`src/exec_pkg.sv`:
```
package exec_pkg;

    // =========================================================================
    // Widths
    // =========================================================================

    // Data and address width
    localparam int XLEN      = 32;
    // Reorder-buffer index width
    localparam int ROB_IDX_W = 5;
    // Physical register tag width
    localparam int PR_W      = 6;

    // =========================================================================
    // Opcodes and select encodings
    // =========================================================================

    // ALU operations
    typedef enum logic [3:0] {
        ADD, SUB, AND, OR, XOR, SLT, SLTU, SLL, SRL, SRA
    } alu_op_e;

    // ALU operand A source
    typedef enum logic [1:0] {
        OPA_RS1, OPA_PC, OPA_NPC, OPA_ZERO
    } opa_sel_e;

    // ALU operand B source
    typedef enum logic {
        OPB_RS2, OPB_IMM
    } opb_sel_e;

    // Branch unit operations with jumps last
    typedef enum logic [2:0] {
        BEQ, BNE, BLT, BGE, BLTU, BGEU, JAL, JALR
    } br_op_e;

    // Issue port handshake state shared by both units
    typedef enum logic {
        IDLE, ACKED
    } hs_state_e;

    // =========================================================================
    // Packets
    // =========================================================================

    // ALU issue packet with operands already read
    typedef struct packed {
        logic [ROB_IDX_W-1:0] rob_idx;
        logic [PR_W-1:0]      dest_pr;
        logic [XLEN-1:0]      pc;
        logic [XLEN-1:0]      rs1;
        logic [XLEN-1:0]      rs2;
        logic [XLEN-1:0]      imm;
        alu_op_e              func;
        opa_sel_e             opa_sel;
        opb_sel_e             opb_sel;
    } alu_issue_t;

    // Branch issue packet that carries the prediction
    typedef struct packed {
        logic [ROB_IDX_W-1:0] rob_idx;
        logic [PR_W-1:0]      dest_pr;
        logic [XLEN-1:0]      pc;
        logic [XLEN-1:0]      rs1;
        logic [XLEN-1:0]      rs2;
        logic [XLEN-1:0]      offset;
        br_op_e               func;
        logic                 pred_taken;
    } br_issue_t;

    // Completion packet to the reorder buffer
    typedef struct packed {
        logic [ROB_IDX_W-1:0] rob_idx;
        logic [PR_W-1:0]      dest_pr;
        logic                 write_valid;
        logic [XLEN-1:0]      result;
        logic                 branch_valid;
        logic                 branch_taken;
        logic [XLEN-1:0]      branch_target;
        logic                 mispredict;
    } complete_t;

endpackage

```
`src/alu_unit.sv`:
```
`timescale 1ns/100ps

module alu_unit (
    input  logic                 clock,
    input  logic                 arst_n,
    input  logic                 alu_req,
    input  exec_pkg::alu_issue_t alu_pkt,
    output logic                 alu_ack,
    input  logic                 alu_take,
    output logic                 alu_full,
    output exec_pkg::complete_t  alu_res
);

    exec_pkg::hs_state_e       state;
    logic [exec_pkg::XLEN-1:0] opa;
    logic [exec_pkg::XLEN-1:0] opb;
    logic [4:0]                shamt;
    logic [exec_pkg::XLEN-1:0] result;
    exec_pkg::complete_t       res_next;
    logic                      slot_we;

    // =========================================================================
    // Operand selection and arithmetic
    // =========================================================================

    always_comb begin
        // Operand A
        case (alu_pkt.opa_sel)
            exec_pkg::OPA_RS1: opa = alu_pkt.rs1;
            exec_pkg::OPA_PC:  opa = alu_pkt.pc;
            exec_pkg::OPA_NPC: opa = alu_pkt.pc + exec_pkg::XLEN'(4);
            default:           opa = '0;
        endcase
        // Operand B
        opb = (alu_pkt.opb_sel == exec_pkg::OPB_IMM) ? alu_pkt.imm : alu_pkt.rs2;
    end

    // Shifts use only the low five bits
    assign shamt = opb[4:0];

    always_comb begin
        case (alu_pkt.func)
            exec_pkg::ADD:  result = opa + opb;
            exec_pkg::SUB:  result = opa - opb;
            exec_pkg::AND:  result = opa & opb;
            exec_pkg::OR:   result = opa | opb;
            exec_pkg::XOR:  result = opa ^ opb;
            // Set-less-than gives 0 or 1
            exec_pkg::SLT:  result = {{(exec_pkg::XLEN-1){1'b0}}, $signed(opa) < $signed(opb)};
            exec_pkg::SLTU: result = {{(exec_pkg::XLEN-1){1'b0}}, opa < opb};
            exec_pkg::SLL:  result = opa << shamt;
            exec_pkg::SRL:  result = opa >> shamt;
            exec_pkg::SRA:  result = $signed(opa) >>> shamt;
            default:        result = '0;
        endcase
    end

    // Completion packet without branch information from the ALU
    always_comb begin
        res_next               = '0;
        res_next.rob_idx       = alu_pkt.rob_idx;
        res_next.dest_pr       = alu_pkt.dest_pr;
        res_next.write_valid   = (alu_pkt.dest_pr != '0);
        res_next.result        = result;
    end

    // =========================================================================
    // Issue handshake and result slot
    // =========================================================================

    // Capture only from idle with an empty slot
    assign slot_we = (state == exec_pkg::IDLE) && alu_req && !alu_full;
    assign alu_ack = (state == exec_pkg::ACKED);

    always_ff @(posedge clock or negedge arst_n) begin
        if (!arst_n) begin
            state    <= exec_pkg::IDLE;
            alu_full <= 1'b0;
        end else begin
            if (slot_we) begin
                state <= exec_pkg::ACKED;
            end else if (state == exec_pkg::ACKED && !alu_req) begin
                // Issuer has dropped req, release ack
                state <= exec_pkg::IDLE;
            end
            // Take and capture never coincide
            if (slot_we) begin
                alu_full <= 1'b1;
            end else if (alu_take) begin
                alu_full <= 1'b0;
            end
        end
    end

    // Result payload
    always_ff @(posedge clock) begin
        if (slot_we) begin
            alu_res <= res_next;
        end
    end

    // Held result is never overwritten
    assert property (@(posedge clock) disable iff (!arst_n) alu_full |=> $stable(alu_res));

endmodule

```
`src/branch_unit.sv`:
```
`timescale 1ns/100ps

module branch_unit (
    input  logic                clock,
    input  logic                arst_n,
    input  logic                br_req,
    input  exec_pkg::br_issue_t br_pkt,
    output logic                br_ack,
    input  logic                br_take,
    output logic                br_full,
    output exec_pkg::complete_t br_res
);

    exec_pkg::hs_state_e       state;
    logic                      taken;
    logic                      is_jump;
    logic [exec_pkg::XLEN-1:0] target;
    exec_pkg::complete_t       res_next;
    logic                      slot_we;

    // =========================================================================
    // Condition, target and link value
    // =========================================================================

    always_comb begin
        case (br_pkt.func)
            exec_pkg::BEQ:  taken = (br_pkt.rs1 == br_pkt.rs2);
            exec_pkg::BNE:  taken = (br_pkt.rs1 != br_pkt.rs2);
            exec_pkg::BLT:  taken = ($signed(br_pkt.rs1) < $signed(br_pkt.rs2));
            exec_pkg::BGE:  taken = ($signed(br_pkt.rs1) >= $signed(br_pkt.rs2));
            exec_pkg::BLTU: taken = (br_pkt.rs1 < br_pkt.rs2);
            exec_pkg::BGEU: taken = (br_pkt.rs1 >= br_pkt.rs2);
            // Jumps always go
            default:        taken = 1'b1;
        endcase
    end

    assign is_jump = (br_pkt.func == exec_pkg::JAL) || (br_pkt.func == exec_pkg::JALR);

    // JALR is register relative with bit 0 cleared
    always_comb begin
        if (br_pkt.func == exec_pkg::JALR) begin
            target = (br_pkt.rs1 + br_pkt.offset) & ~exec_pkg::XLEN'(1);
        end else begin
            target = br_pkt.pc + br_pkt.offset;
        end
    end

    always_comb begin
        res_next.rob_idx       = br_pkt.rob_idx;
        res_next.dest_pr       = br_pkt.dest_pr;
        // Only jumps write the link register
        res_next.write_valid   = is_jump && (br_pkt.dest_pr != '0);
        res_next.result        = br_pkt.pc + exec_pkg::XLEN'(4);
        res_next.branch_valid  = 1'b1;
        res_next.branch_taken  = taken;
        res_next.branch_target = target;
        res_next.mispredict    = (taken != br_pkt.pred_taken);
    end

    // =========================================================================
    // Issue handshake and result slot
    // =========================================================================

    assign slot_we = (state == exec_pkg::IDLE) && br_req && !br_full;
    assign br_ack  = (state == exec_pkg::ACKED);

    always_ff @(posedge clock or negedge arst_n) begin
        if (!arst_n) begin
            state   <= exec_pkg::IDLE;
            br_full <= 1'b0;
        end else begin
            if (slot_we) begin
                state <= exec_pkg::ACKED;
            end else if (state == exec_pkg::ACKED && !br_req) begin
                state <= exec_pkg::IDLE;
            end
            // Slot fills on capture, drains on the merger's take
            if (slot_we) begin
                br_full <= 1'b1;
            end else if (br_take) begin
                br_full <= 1'b0;
            end
        end
    end

    always_ff @(posedge clock) begin
        if (slot_we) begin
            br_res <= res_next;
        end
    end

    // A rising ack always answers a req seen on the edge before
    assert property (@(posedge clock) disable iff (!arst_n) $rose(br_ack) |-> $past(br_req));

endmodule

```
`src/complete_merge.sv`:
```
`timescale 1ns/100ps

module complete_merge (
    input  logic                clock,
    input  logic                arst_n,
    input  logic                alu_full,
    input  exec_pkg::complete_t alu_res,
    input  logic                br_full,
    input  exec_pkg::complete_t br_res,
    output logic                alu_take,
    output logic                br_take,
    output logic                complete_req,
    output exec_pkg::complete_t complete_pkt,
    input  logic                complete_ack
);

    // Completion port handshake
    typedef enum logic [1:0] {
        IDLE,
        REQ,
        WAIT_LOW
    } merge_state_e;

    merge_state_e state;
    logic         idle;

    // =========================================================================
    // Fixed-priority pick
    // =========================================================================

    assign idle = (state == IDLE);

    // Branch first and ALU only when no branch is waiting
    assign br_take  = idle && br_full;
    assign alu_take = idle && alu_full && !br_full;

    // =========================================================================
    // Completion handshake FSM
    // =========================================================================

    always_ff @(posedge clock or negedge arst_n) begin
        if (!arst_n) begin
            state <= IDLE;
        end else begin
            case (state)
                IDLE: begin
                    if (br_take || alu_take) begin
                        state <= REQ;
                    end
                end
                REQ: begin
                    // ROB has the packet and req drops
                    if (complete_ack) begin
                        state <= WAIT_LOW;
                    end
                end
                WAIT_LOW: begin
                    if (!complete_ack) begin
                        state <= IDLE;
                    end
                end
                default: begin
                    state <= IDLE;
                end
            endcase
        end
    end

    assign complete_req = (state == REQ);

    // Packet loads only on a take and holds through the whole handshake
    always_ff @(posedge clock) begin
        if (br_take) begin
            complete_pkt <= br_res;
        end else if (alu_take) begin
            complete_pkt <= alu_res;
        end
    end

    // Waiting packet does not move under back-pressure
    assert property (@(posedge clock) disable iff (!arst_n)
        (complete_req && !complete_ack) |=> $stable(complete_pkt));

endmodule

```
`src/exec_stage.sv`:
```
`timescale 1ns/100ps

module exec_stage (
    input  logic                 clock,
    input  logic                 arst_n,
    // ALU issue port
    input  logic                 alu_req,
    input  exec_pkg::alu_issue_t alu_pkt,
    output logic                 alu_ack,
    // Branch issue port
    input  logic                 br_req,
    input  exec_pkg::br_issue_t  br_pkt,
    output logic                 br_ack,
    // Completion port to the ROB
    output logic                 complete_req,
    output exec_pkg::complete_t  complete_pkt,
    input  logic                 complete_ack
);

    // Result slots between the units and the merger
    exec_pkg::complete_t alu_res;
    exec_pkg::complete_t br_res;
    logic                alu_full;
    logic                br_full;
    logic                alu_take;
    logic                br_take;

    // =========================================================================
    // Functional units
    // =========================================================================

    alu_unit alu_unit_i (
        .clock    (clock),
        .arst_n   (arst_n),
        .alu_req  (alu_req),
        .alu_pkt  (alu_pkt),
        .alu_ack  (alu_ack),
        .alu_take (alu_take),
        .alu_full (alu_full),
        .alu_res  (alu_res)
    );

    branch_unit branch_unit_i (
        .clock   (clock),
        .arst_n  (arst_n),
        .br_req  (br_req),
        .br_pkt  (br_pkt),
        .br_ack  (br_ack),
        .br_take (br_take),
        .br_full (br_full),
        .br_res  (br_res)
    );

    // Completion merger where the branch wins ties
    complete_merge complete_merge_i (
        .clock        (clock),
        .arst_n       (arst_n),
        .alu_full     (alu_full),
        .alu_res      (alu_res),
        .br_full      (br_full),
        .br_res       (br_res),
        .alu_take     (alu_take),
        .br_take      (br_take),
        .complete_req (complete_req),
        .complete_pkt (complete_pkt),
        .complete_ack (complete_ack)
    );

endmodule

```
`config.mk`:
```
export PLATFORM = sky130hd
export DESIGN_NAME = exec_stage
export DESIGN_NICKNAME = d
export VERILOG_FILES = /design/src/exec_pkg.sv /design/src/alu_unit.sv /design/src/branch_unit.sv /design/src/complete_merge.sv /design/src/exec_stage.sv
export SDC_FILE = /design/constraint.sdc
export NUM_CORES = 1
export LEC_CHECK = 0
export BUFFER_PORTS_ARGS = -buffer_cell sky130_fd_sc_hd__buf_2
export CORE_ASPECT_RATIO = 2
export CORE_UTILIZATION = 45
export DETAILED_ROUTE_END_ITERATION = 10
export PLACE_DENSITY = 0.65
export SYNTH_ARGS = -nofsm -noshare
export SYNTH_HDL_FRONTEND = slang
export SYNTH_HIERARCHICAL = 1
export SYNTH_SLANG_ARGS = --single-unit
```
`constraint.sdc`:
```
create_clock -name clock -period 14.4 [get_ports clock]
set_input_delay 2.88 -clock clock [delete_from_list [all_inputs] [get_ports clock]]
set_output_delay 2.88 -clock clock [all_outputs]
set_load 0.01 [all_outputs]
```
# After elaboration in Yosys (flattened, before gate mapping)

Cells that the tools add are included.

Register bits: 207
Input bits: 294
Output and inout port bits: 82
Logic and storage cells: 118

Add/subtract/negate cells: 6
Order comparisons: 6
Equal/unequal tests: 26
Shifts and indexed selects: 3
Multiplexer cells: 19
Bitwise gates (word level): 5
Reduce and logical (&&, ||, !) cells: 28

Operators by type and width:

| kind                                                 | count |
|---|---|
| case mux 32 bit (10 select lines)                    | 1 |
| 2-to-1 mux 79 bit                                    | 2 |
| less-than comparator 32 bit                          | 4 |
| adder 32 bit                                         | 3 |
| case mux 32 bit (3 select lines)                     | 1 |
| adder 32 x 3 -> 32 bit (second input constant)       | 2 |
| >= comparator 32 bit                                 | 2 |
| 2-to-1 mux 32 bit                                    | 2 |
| bitwise AND 32 bit                                   | 1 |
| equality test 32 bit                                 | 1 |
| != test 32 bit                                       | 1 |
| OR 32 bit                                            | 1 |
| left shift 32 x 5 -> 32 bit                          | 1 |
| right shift 32 x 5 -> 32 bit                         | 1 |
| >>> shifter 32 x 5 -> 32 bit                         | 1 |
| subtractor 32 bit                                    | 1 |
| bitwise XOR 32 bit                                   | 1 |
| equality test 4 x 3 -> 1 bit (second input constant) | 4 |
| equality test 3 bit (second input constant)          | 4 |
| nonzero test 6 bit                                   | 2 |
| logical AND 1 bit                                    | 10 |
| nonzero test 2 bit                                   | 5 |
| equality test 4 x 2 -> 1 bit (second input constant) | 2 |
| equality test 4 bit (second input constant)          | 2 |
| 19 further kinds                                     | 38 |

# Logic depth before layout (Yosys ltp)

Gate-level depths: netlist (run 1).

Word-level depth: 6
Depth in mapped cells: 20
Mapped depth without buffers: 18

# Cells and area by module

The synthesis (run 1) kept the hierarchy.

Modules (own cells, without submodules):

| module         | instances | cells an instance | area each (um2) | seq. area each (um2) |
|---|---|---|---|---|
| alu_unit       | 1         | 1744              | 12279.3         | 1371.3 |
| branch_unit    | 1         | 790               | 7297.0          | 2392.3 |
| complete_merge | 1         | 178               | 3847.4          | 2422.3 |

# Least setup slack after synthesis (run 1)

No wires, ideal clock.

Path kind: input to register
Start: input br_req
End: register branch_unit_i.br_full
Setup time: 109 ps
Data arrival time: 9067 ps
Data required time: 14291 ps
Slack: 5223 ps
Stages on the path: 2
Buffers on the path: 0
Cell sequence: nor3b_1 -> o21bai_1

Word-level cells in the longest chain between the ends: 3
Elaborated cells between the ends (all ways): 4
Classes of those cells: mux: 1; reduce/logical: 3

RTL lines:

| element                                                | line              | source |
|---|---|---|
| from (decl)                                            | exec_stage.sv:11  | `input logic br_req,` |
| logical AND 1 bit (*) (2 in a row)                     | branch_unit.sv:65 | `assign slot_we = (state == exec_pkg::IDLE) && br_req && !br_full;` |
| 2-to-1 mux 1 bit or nonzero test 2 bit (tied branches) | --                |  |
| to (signal assigned)                                   | branch_unit.sv:71 | `br_full <= 1'b0;` |
| to (signal assigned)                                   | branch_unit.sv:80 | `br_full <= 1'b1;` |
| to (signal assigned)                                   | branch_unit.sv:82 | `br_full <= 1'b0;` |
| to (decl)                                              | branch_unit.sv:10 | `output logic br_full,` |

Every way passes the cells marked *; elsewhere a longest branch is shown, timed or not.
A chain may end at the register's enable or synchronous reset.

==> run metrics, run 1 <==
hold endpoint complete_merge_i/complete_pkt[76]; violations in the final reports capacitance limit, slew limit; Least-Margin Pin Slew 1.59 ns; Clock Sinks 207; Hold Vio Cnt, Final 0; pwr dens 111 mW/mm^2; Synth Register Bits 207; max incr delay on CP a little over 0.9 ns; Post-synth EDFFs about 200; post-route ant nets 0; PortBufs 375; # nets final 3509; crit path DAT 8.65 ns; commonest cells after routing, fill and taps aside buf_2, a21oi_1, nand2_1, nor2_1, edfxtp_1; Peak VDD IR 0.132 mV; global-route wire length before repair between 150000 and 200000 um; RSZ-0062 raised after global routing no; Seq/Total Area, Yosys 0.264; Clock Path Buffers 3; reg2reg path depth 4; Pleak 11.2 nW; Clock Tree Root clkbuf_16; Synth area leader edfxtp_1; worst-skew pair later-pin latency approximately 0.52 ns; die area 0.0530 mm^2; Initial DRT Pass Iterations 6; status finished, violations left; critical-path cell list buf_2 -> nand2b_1 -> and4_1 -> o22ai_1 -> ha_1 -> or4_1 -> nor3_1 -> o311a_1 -> o21ai_0 -> a2111oi_4 -> o211ai_1 -> a2111oi_0 -> nor4_1 -> xnor2_1 -> o21ai_0; Setup Crit Path Kind in2reg; Clock H-tree levels 1; top-area cell type share of the netlist area 0.258; Cell Area, Synth 0.0234 mm^2; number of global-route vias before repair 24.6k; I/O pin count 376; CTS tree built; Unique masters post-synth 106; Num CTS Buffers 18; Overflow after GRT 0; Hold Buf Count CTS 0; WL/cell roughly 31 um; Post-DP Area 0.0258 mm^2; Routability Congestion between 1 and 1.5; Filler cells a little under 5k; min-delay src branch_unit_i/br_res[76]; via count 24.2k; hpwl dp 90100 um; asr flop ratio synth 0.0290; Synth Warn # 6; critical path's slowest cell a2111oi_4; Synth area leaders edfxtp_1, ha_1, mux2_4; Clock transition at path regs approximately 0.090 ns; via/cell ratio 6.56; Initial DRC Count 2208; Reg2Reg Capture Point complete_merge_i/complete_pkt[46]; Core ar. 0.0511 mm^2; Post-CTS Setup Bufs 0; Die X 163 um; share of cells above drive strength 1 0.220; Setup crit end kind flop; Worst R2R Start complete_merge_i/state[1]; Slew Viols, Final 4; Final Critical Period 8.40 ns; all-layer global routing usage 0.420; design area 0.0264 mm^2; Primary FF master, synth edfxtp_1; Hold Path Class reg2reg; Crit Path Max Fanout 41; Area Growth Syn to Fin 12.7%; Max Fclk 119 MHz; max_cap viols 1; Tcrit/Tclk final 0.584; Critical Path Most Common Cell o21ai_0; Final Setup Violations 0; setup TNS 0 ns; FF-to-FF setup slack 11.85 ns; initial core utilization 0.458; gate count of the mapped netlist roughly 2.7k; largest net degree at the start of global routing 65; clock skew 0.0182 ns; Worst EP required 14.65 ns; chip height between 300 and 400 um; most common cell after layout, fill and taps aside buf_2; hold depth 1; syn avg cell area 8.64 um^2; Post-CTS Resized 0; Core Rows 117; initial antenna violation count 6; crit start category primary input; Residual DRC 0; routed wire length 114000 um; slew margin rel. -0.0681
[through the flow]
| step | power [mW] | std cells | util | hold WS (ns) | worst slack (ns) |
|---|---|---|---|---|---|
| 2_1_floorplan | 1.92 | 2746 | - | 0.493 | 5.22 |
| 3_3_place_gp | 2.35 | 3649 | 0.505 | 0.522 | 5.51 |
| 3_5_place_dp | 2.38 | 3649 | 0.505 | 0.535 | 5.43 |
| 4_1_cts | 2.88 | 3680 | 0.516 | 0.553 | 5.98 |
| 5_1_grt | 3.03 | 3684 | 0.517 | 0.557 | 5.83 |
| 6_report | 2.93 | 3686 | 0.517 | 0.552 | 6.00 |
[worst max path at each step]
stage / startpoint / end / slack [ns] / depth (start not counted)
4_1_cts: alu_pkt[1] / alu_unit_i/alu_res[64] / 5.98 / 15
3_3_place_gp: alu_pkt[1] / alu_unit_i/alu_res[64] / 5.51 / 15
6_report: alu_pkt[1] / alu_unit_i/alu_res[64] / 6.00 / 15
2_1_floorplan: br_req / branch_unit_i/br_full / 5.22 / 2
3_5_place_dp: alu_pkt[1] / alu_unit_i/alu_res[64] / 5.43 / 15
5_1_grt: alu_pkt[1] / alu_unit_i/alu_res[64] / 5.83 / 15
[logic make-up (layout without fill, tap and decap cells)]
| group | Yosys count | after routing | share of synthesized area |
|---|---|---|---|
| xor gates and xnor gates | 102 | 102 | 0.0381 |
| adders and majority gates | 199 | 199 | 0.108 |
| AOI/OAI and AO/OA | 878 | 878 | 0.248 |
| and+or+nand+nor | 766 | 766 | 0.163 |
| other | 2 | 41 | 0.000321 |
| DFF | 207 | 207 | 0.264 |
| muxes | 200 | 200 | 0.108 |
| buffers and inverters | 358 | 639 | 0.0711 |
[layout make-up]
type                    instances  area [um^2]  share of cell area
inverters                     163          612              0.0232
multi-input cells            2181        15800               0.598
clock buffers                  22          487              0.0184
flip-flops and latches        207         6190               0.234
diodes                          5         12.5            0.000474
well taps                     654          818              0.0310
clock inverters                 9         87.6             0.00332
repair buffers                445         2400              0.0910
[critical path: cells and delay by family]
family | cells | cell delay [ns]
compound gates | 7 | 2.78
xor+xnor | 1 | 0.16
fa+ha+maj | 1 | 0.46
buf+inv | 1 | 0.65
simple gates | 5 | 1.69
[registers in the layout (all words and copies together), names as in the netlist]
register	flops
complete_merge_i/state	2
branch_unit_i/br_res	78
alu_unit_i/alu_ack	1
branch_unit_i/br_full	1
alu_unit_i/alu_full	1
branch_unit_i/br_ack	1
complete_merge_i/complete_pkt	79
alu_unit_i/alu_res	44
[power by group]
group	total, mW	switching [mW]	leakage [nW]	internal, mW
Sequential	0.972	0.0656	1.95	0.906
Combinational	1.44	0.909	9.00	0.535
Clock	0.512	0.248	0.282	0.264
Total	2.93	1.22	11.2	1.71
[synthesized netlist by cell type (34+ instances only)]
| library cell | count |
|---|---|
| nand4_1 | 48 |
| mux2i_1 | 74 |
| o211ai_1 | 55 |
| mux2_4 | 80 |
| inv_1 | 160 |
| xnor2_1 | 68 |
| nor3_1 | 54 |
| ha_1 | 195 |
| a31oi_1 | 40 |
| nor2_1 | 201 |
| clkbuf_1 | 115 |
| buf_4 | 39 |
| a21o_1 | 44 |
| xor2_1 | 34 |
| nand3_1 | 59 |
| edfxtp_1 | 201 |
| mux2_2 | 40 |
| nand2_1 | 208 |
| o21ai_0 | 178 |
| a21oi_1 | 224 |
[routing by layer]
layer | part of all wire | vias up | wire length, um | track usage
li1 | - | 10793 | - | -
met1 | 0.30 | 11426 | 33600 | 0.363
met2 | 0.50 | 1444 | 57200 | 0.751
met3 | 0.073 | 514 | 8330 | 0.0887
met4 | 0.13 | 4 | 14400 | 0.452
met5 | 0.00029 | - | 33 | 0.00473
(Power assumes the default switching activity.)
==> inputs of run 2 (changes only) <==
--- a/config.mk
+++ b/config.mk
@@ -9,7 +9,7 @@
 export CORE_ASPECT_RATIO = 2
 export CORE_UTILIZATION = 45
 export DETAILED_ROUTE_END_ITERATION = 10
-export PLACE_DENSITY = 0.65
+export PLACE_DENSITY = 0.67
 export SYNTH_ARGS = -nofsm -noshare
 export SYNTH_HDL_FRONTEND = slang
 export SYNTH_HIERARCHICAL = 1
==> constraint.sdc (replaced) <==
create_clock -name clock -period 7.45 [get_ports clock]
set_input_delay 1.49 -clock clock [delete_from_list [all_inputs] [get_ports clock]]
set_output_delay 1.49 -clock clock [all_outputs]
set_load 0.01 [all_outputs]
==> run 2 against run 1 <==
Effect of this change:
- the run now ends clean
- die area unchanged
- combinational power rose by 99%
- cell count rose by 1.2%
- sequential power increased by 93%
- setup slack lost 5.0 ns
- power rose by 96%
- global-route usage grew 2.4 points
- via count grew 3.2%
- critical endpoint is now alu_unit_i/alu_res[61]
- largest power group unchanged
==> run metrics, run 2 (synthesized netlist as in run 1, its figures left out) <==
Hold Buf Count CTS 0 (unchanged); Largest register FFs 79 (unchanged); Reg power frac 0.327 (was 0.332); Peak VDD IR 0.264 mV (was 0.132 mV); all-layer global routing usage 0.444 (was 0.420); Post-CTS Setup Bufs 0 (unchanged); Initial DRT Pass Iterations 7 (was 6); clock skew 0.0183 ns (was 0.0182 ns); min-delay src alu_unit_i/alu_res[72] (was branch_unit_i/br_res[76]); CTS tree built (unchanged); Clock Tree Root clkbuf_16 (unchanged); hold depth 1 (unchanged); Least-Margin Pin Slew 1.39 ns (was 1.59 ns); initial antenna violation count 4 (was 6); placed cells 3698 (was 3649); biggest regs complete_merge_i/complete_pkt (79), branch_unit_i/br_res (78), alu_unit_i/alu_res (44) (unchanged); crit path DAT 6.71 ns (was 8.65 ns); Initial DRC Count 2679 (was 2208); Clock Path Buffers 3 (unchanged); Setup Crit Path Kind in2reg (unchanged); I/O pin count 376 (unchanged); Worst R2R Start branch_unit_i/br_full (was complete_merge_i/state[1]); reg2reg path depth 3 (was 4); pwr dens 215 mW/mm^2 (was 111 mW/mm^2); Core Rows 117 (unchanged); hpwl dp 95400 um (was 90100 um); initial core utilization 0.458 (unchanged); critical-path cell list buf_2 -> ha_1 -> nand4_1 -> nor4_1 -> a22oi_1 -> nand2_1 -> ha_1 -> nand3_1 -> o31ai_1 -> a21o_1 -> o311ai_0 -> buf_4 -> a22oi_1 -> xnor2_1 -> o2111ai_1 (was buf_2 -> nand2b_1 -> and4_1 -> o22ai_1 -> ha_1 -> or4_1 -> nor3_1 -> o311a_1 -> o21ai_0 -> a2111oi_4 -> o211ai_1 -> a2111oi_0 -> nor4_1 -> xnor2_1 -> o21ai_0); global-route wire length before repair 170000 um (was 161000 um); Slew Viols, Final 0 (was 4); slew margin rel. 0.0502 (was -0.0681); RSZ-0062 raised after global routing no (unchanged); max_cap viols 0 (was 1); crit start category primary input (unchanged); Die X 163 um (unchanged); Area Growth Syn to Fin 14.3% (was 12.7%); setup TNS 0 ns (unchanged); Num CTS Buffers 17 (was 18); post-route ant nets 0 (unchanged); share of cells above drive strength 1 0.233 (was 0.220); Hold Path Class reg2reg (unchanged); worst-skew pair later-pin latency 0.53 ns (was 0.52 ns); Biggest register complete_merge_i/complete_pkt (unchanged); Clk pwr share 0.174 (was 0.175); most common cell after layout, fill and taps aside buf_2 (unchanged); number of global-route vias before repair 25.4k (was 24.6k); Setup crit end kind flop (unchanged); Clock transition at path regs 0.09 ns (about the same); NetSw 2.40 mW (was 1.22 mW); Hold Vio Cnt, Final 0 (unchanged); critical path's slowest cell nor4_1 (was a2111oi_4); chip height 325 um (unchanged); status finished, final reports clean (was finished, violations left); commonest cells after routing, fill and taps aside buf_2, a21oi_1, nand2_1, nor2_1, edfxtp_1 (unchanged); Post-CTS Resized 0 (unchanged); via count 25.0k (was 24.2k); FF-to-FF setup slack 5.29 ns (was 11.85 ns); cell internal pwr 3.35 mW (was 1.71 mW); combinational fraction of design power 0.499 (was 0.493); switch share 0.417 (was 0.418); worst hold slack 0.542 ns (was 0.552 ns); Final Setup Violations 0 (unchanged); Tcrit/Tclk final 0.868; PortBufs 375 (unchanged); WL/cell 31.9 um (was 30.8 um); Worst EP required 7.69 ns (was 14.65 ns); Residual DRC 0 (unchanged); Routability Congestion 1.12 (was 1.11); Post-Layout Cell Count 3732 (was 3686); largest net degree at the start of global routing 80 (was 65); # nets final 3558 (was 3509); Final Critical Period approximately 6.5 ns; Pleak 11.5 nW (was 11.2 nW); via/cell ratio 6.69 (was 6.56); Crit Path Max Fanout 13 (was 41); Clock Sinks 207 (unchanged); Overflow after GRT 0 (unchanged); Reg2Reg Capture Point complete_merge_i/complete_pkt[37] (was complete_merge_i/complete_pkt[46]); Core ar. 0.0511 mm^2 (unchanged); die area 0.0530 mm^2 (unchanged); hold endpoint complete_merge_i/complete_pkt[72] (was complete_merge_i/complete_pkt[76]); Max Fclk ~150 MHz; Clock H-tree levels 1 (unchanged); routed wire length 119000 um (was 114000 um); max incr delay on CP 0.86 ns (was 0.92 ns)
run 2: cell types whose count changed in the layout (fill, tap and decap cells not counted), sizes merged:
cell    delta
buf       +50
bufinv     +2
clkbuf     -3
clkinv     +2
diode      -2
inv        -3
run 2: layer usage:
| metal | vias up | GRT usage | wire, um |
|---|---|---|---|
| met3 | 655 | 0.0821 | 8460 |
| met5 | - | 0 | 12 |
| met1 | 11755 | 0.386 | 34300 |
| met2 | 1679 | 0.793 | 59800 |
| met4 | 2 | 0.495 | 16200 |
| li1 | 10862 | - | - |
run 2: power by group through the flow:
stage	Sequential [mW]	Clock, mW	Combinational, mW
3_3_place_gp	1.89	0	2.71
3_5_place_dp	1.90	0	2.75
5_1_grt	1.90	1.04	3.01
2_1_floorplan	2.01	0	1.69
4_1_cts	1.87	1.00	2.77
6_report	1.88	1.00	2.87
run 2: how the worst max path moves through the flow:
stage                                             endpoint  cells after the start                      start
final                               alu_unit_i/alu_res[61]                     15               alu_pkt[105]
after global routing                alu_unit_i/alu_res[61]                     18               alu_pkt[105]
after global placement              alu_unit_i/alu_res[63]                     20               alu_pkt[105]
after floorplan           complete_merge_i/complete_pkt[0]                      1  complete_merge_i/state[0]
after detailed placement            alu_unit_i/alu_res[63]                     20               alu_pkt[105]
after CTS                           alu_unit_i/alu_res[63]                     20               alu_pkt[105]
run 2: metrics by stage:
step / power [mW] / utilization / setup slack (ns) / cell area [um^2]
floorplan: 3.70 / - / 0.977 / 23600
global placement: 4.60 / 0.512 / 0.877 / 26200
detailed placement: 4.65 / 0.512 / 0.824 / 26200
CTS: 5.65 / 0.524 / 1.36 / 26700
global route: 5.95 / 0.524 / 0.889 / 26800
finish: 5.75 / 0.524 / 0.983 / 26800
run 2: final cells by class:
cell class              instances  area [um^2]
diodes                          3         7.51
repair buffers                495         2800
inverters                     163          612
clock inverters                10          138
fillers                      4791        24300
multi-input cells            2181        15800
clock buffers                  19          433
flip-flops and latches        207         6190
well taps                     654          818
run 2: worst max-delay path: cells and delay by family:
family / cells / cell delay [ns]
simple gates: 4 / 1.93
buf+inv: 2 / 0.46
fa+ha+maj: 2 / 0.85
compound gates: 6 / 1.81
xor+xnor: 1 / 0.15
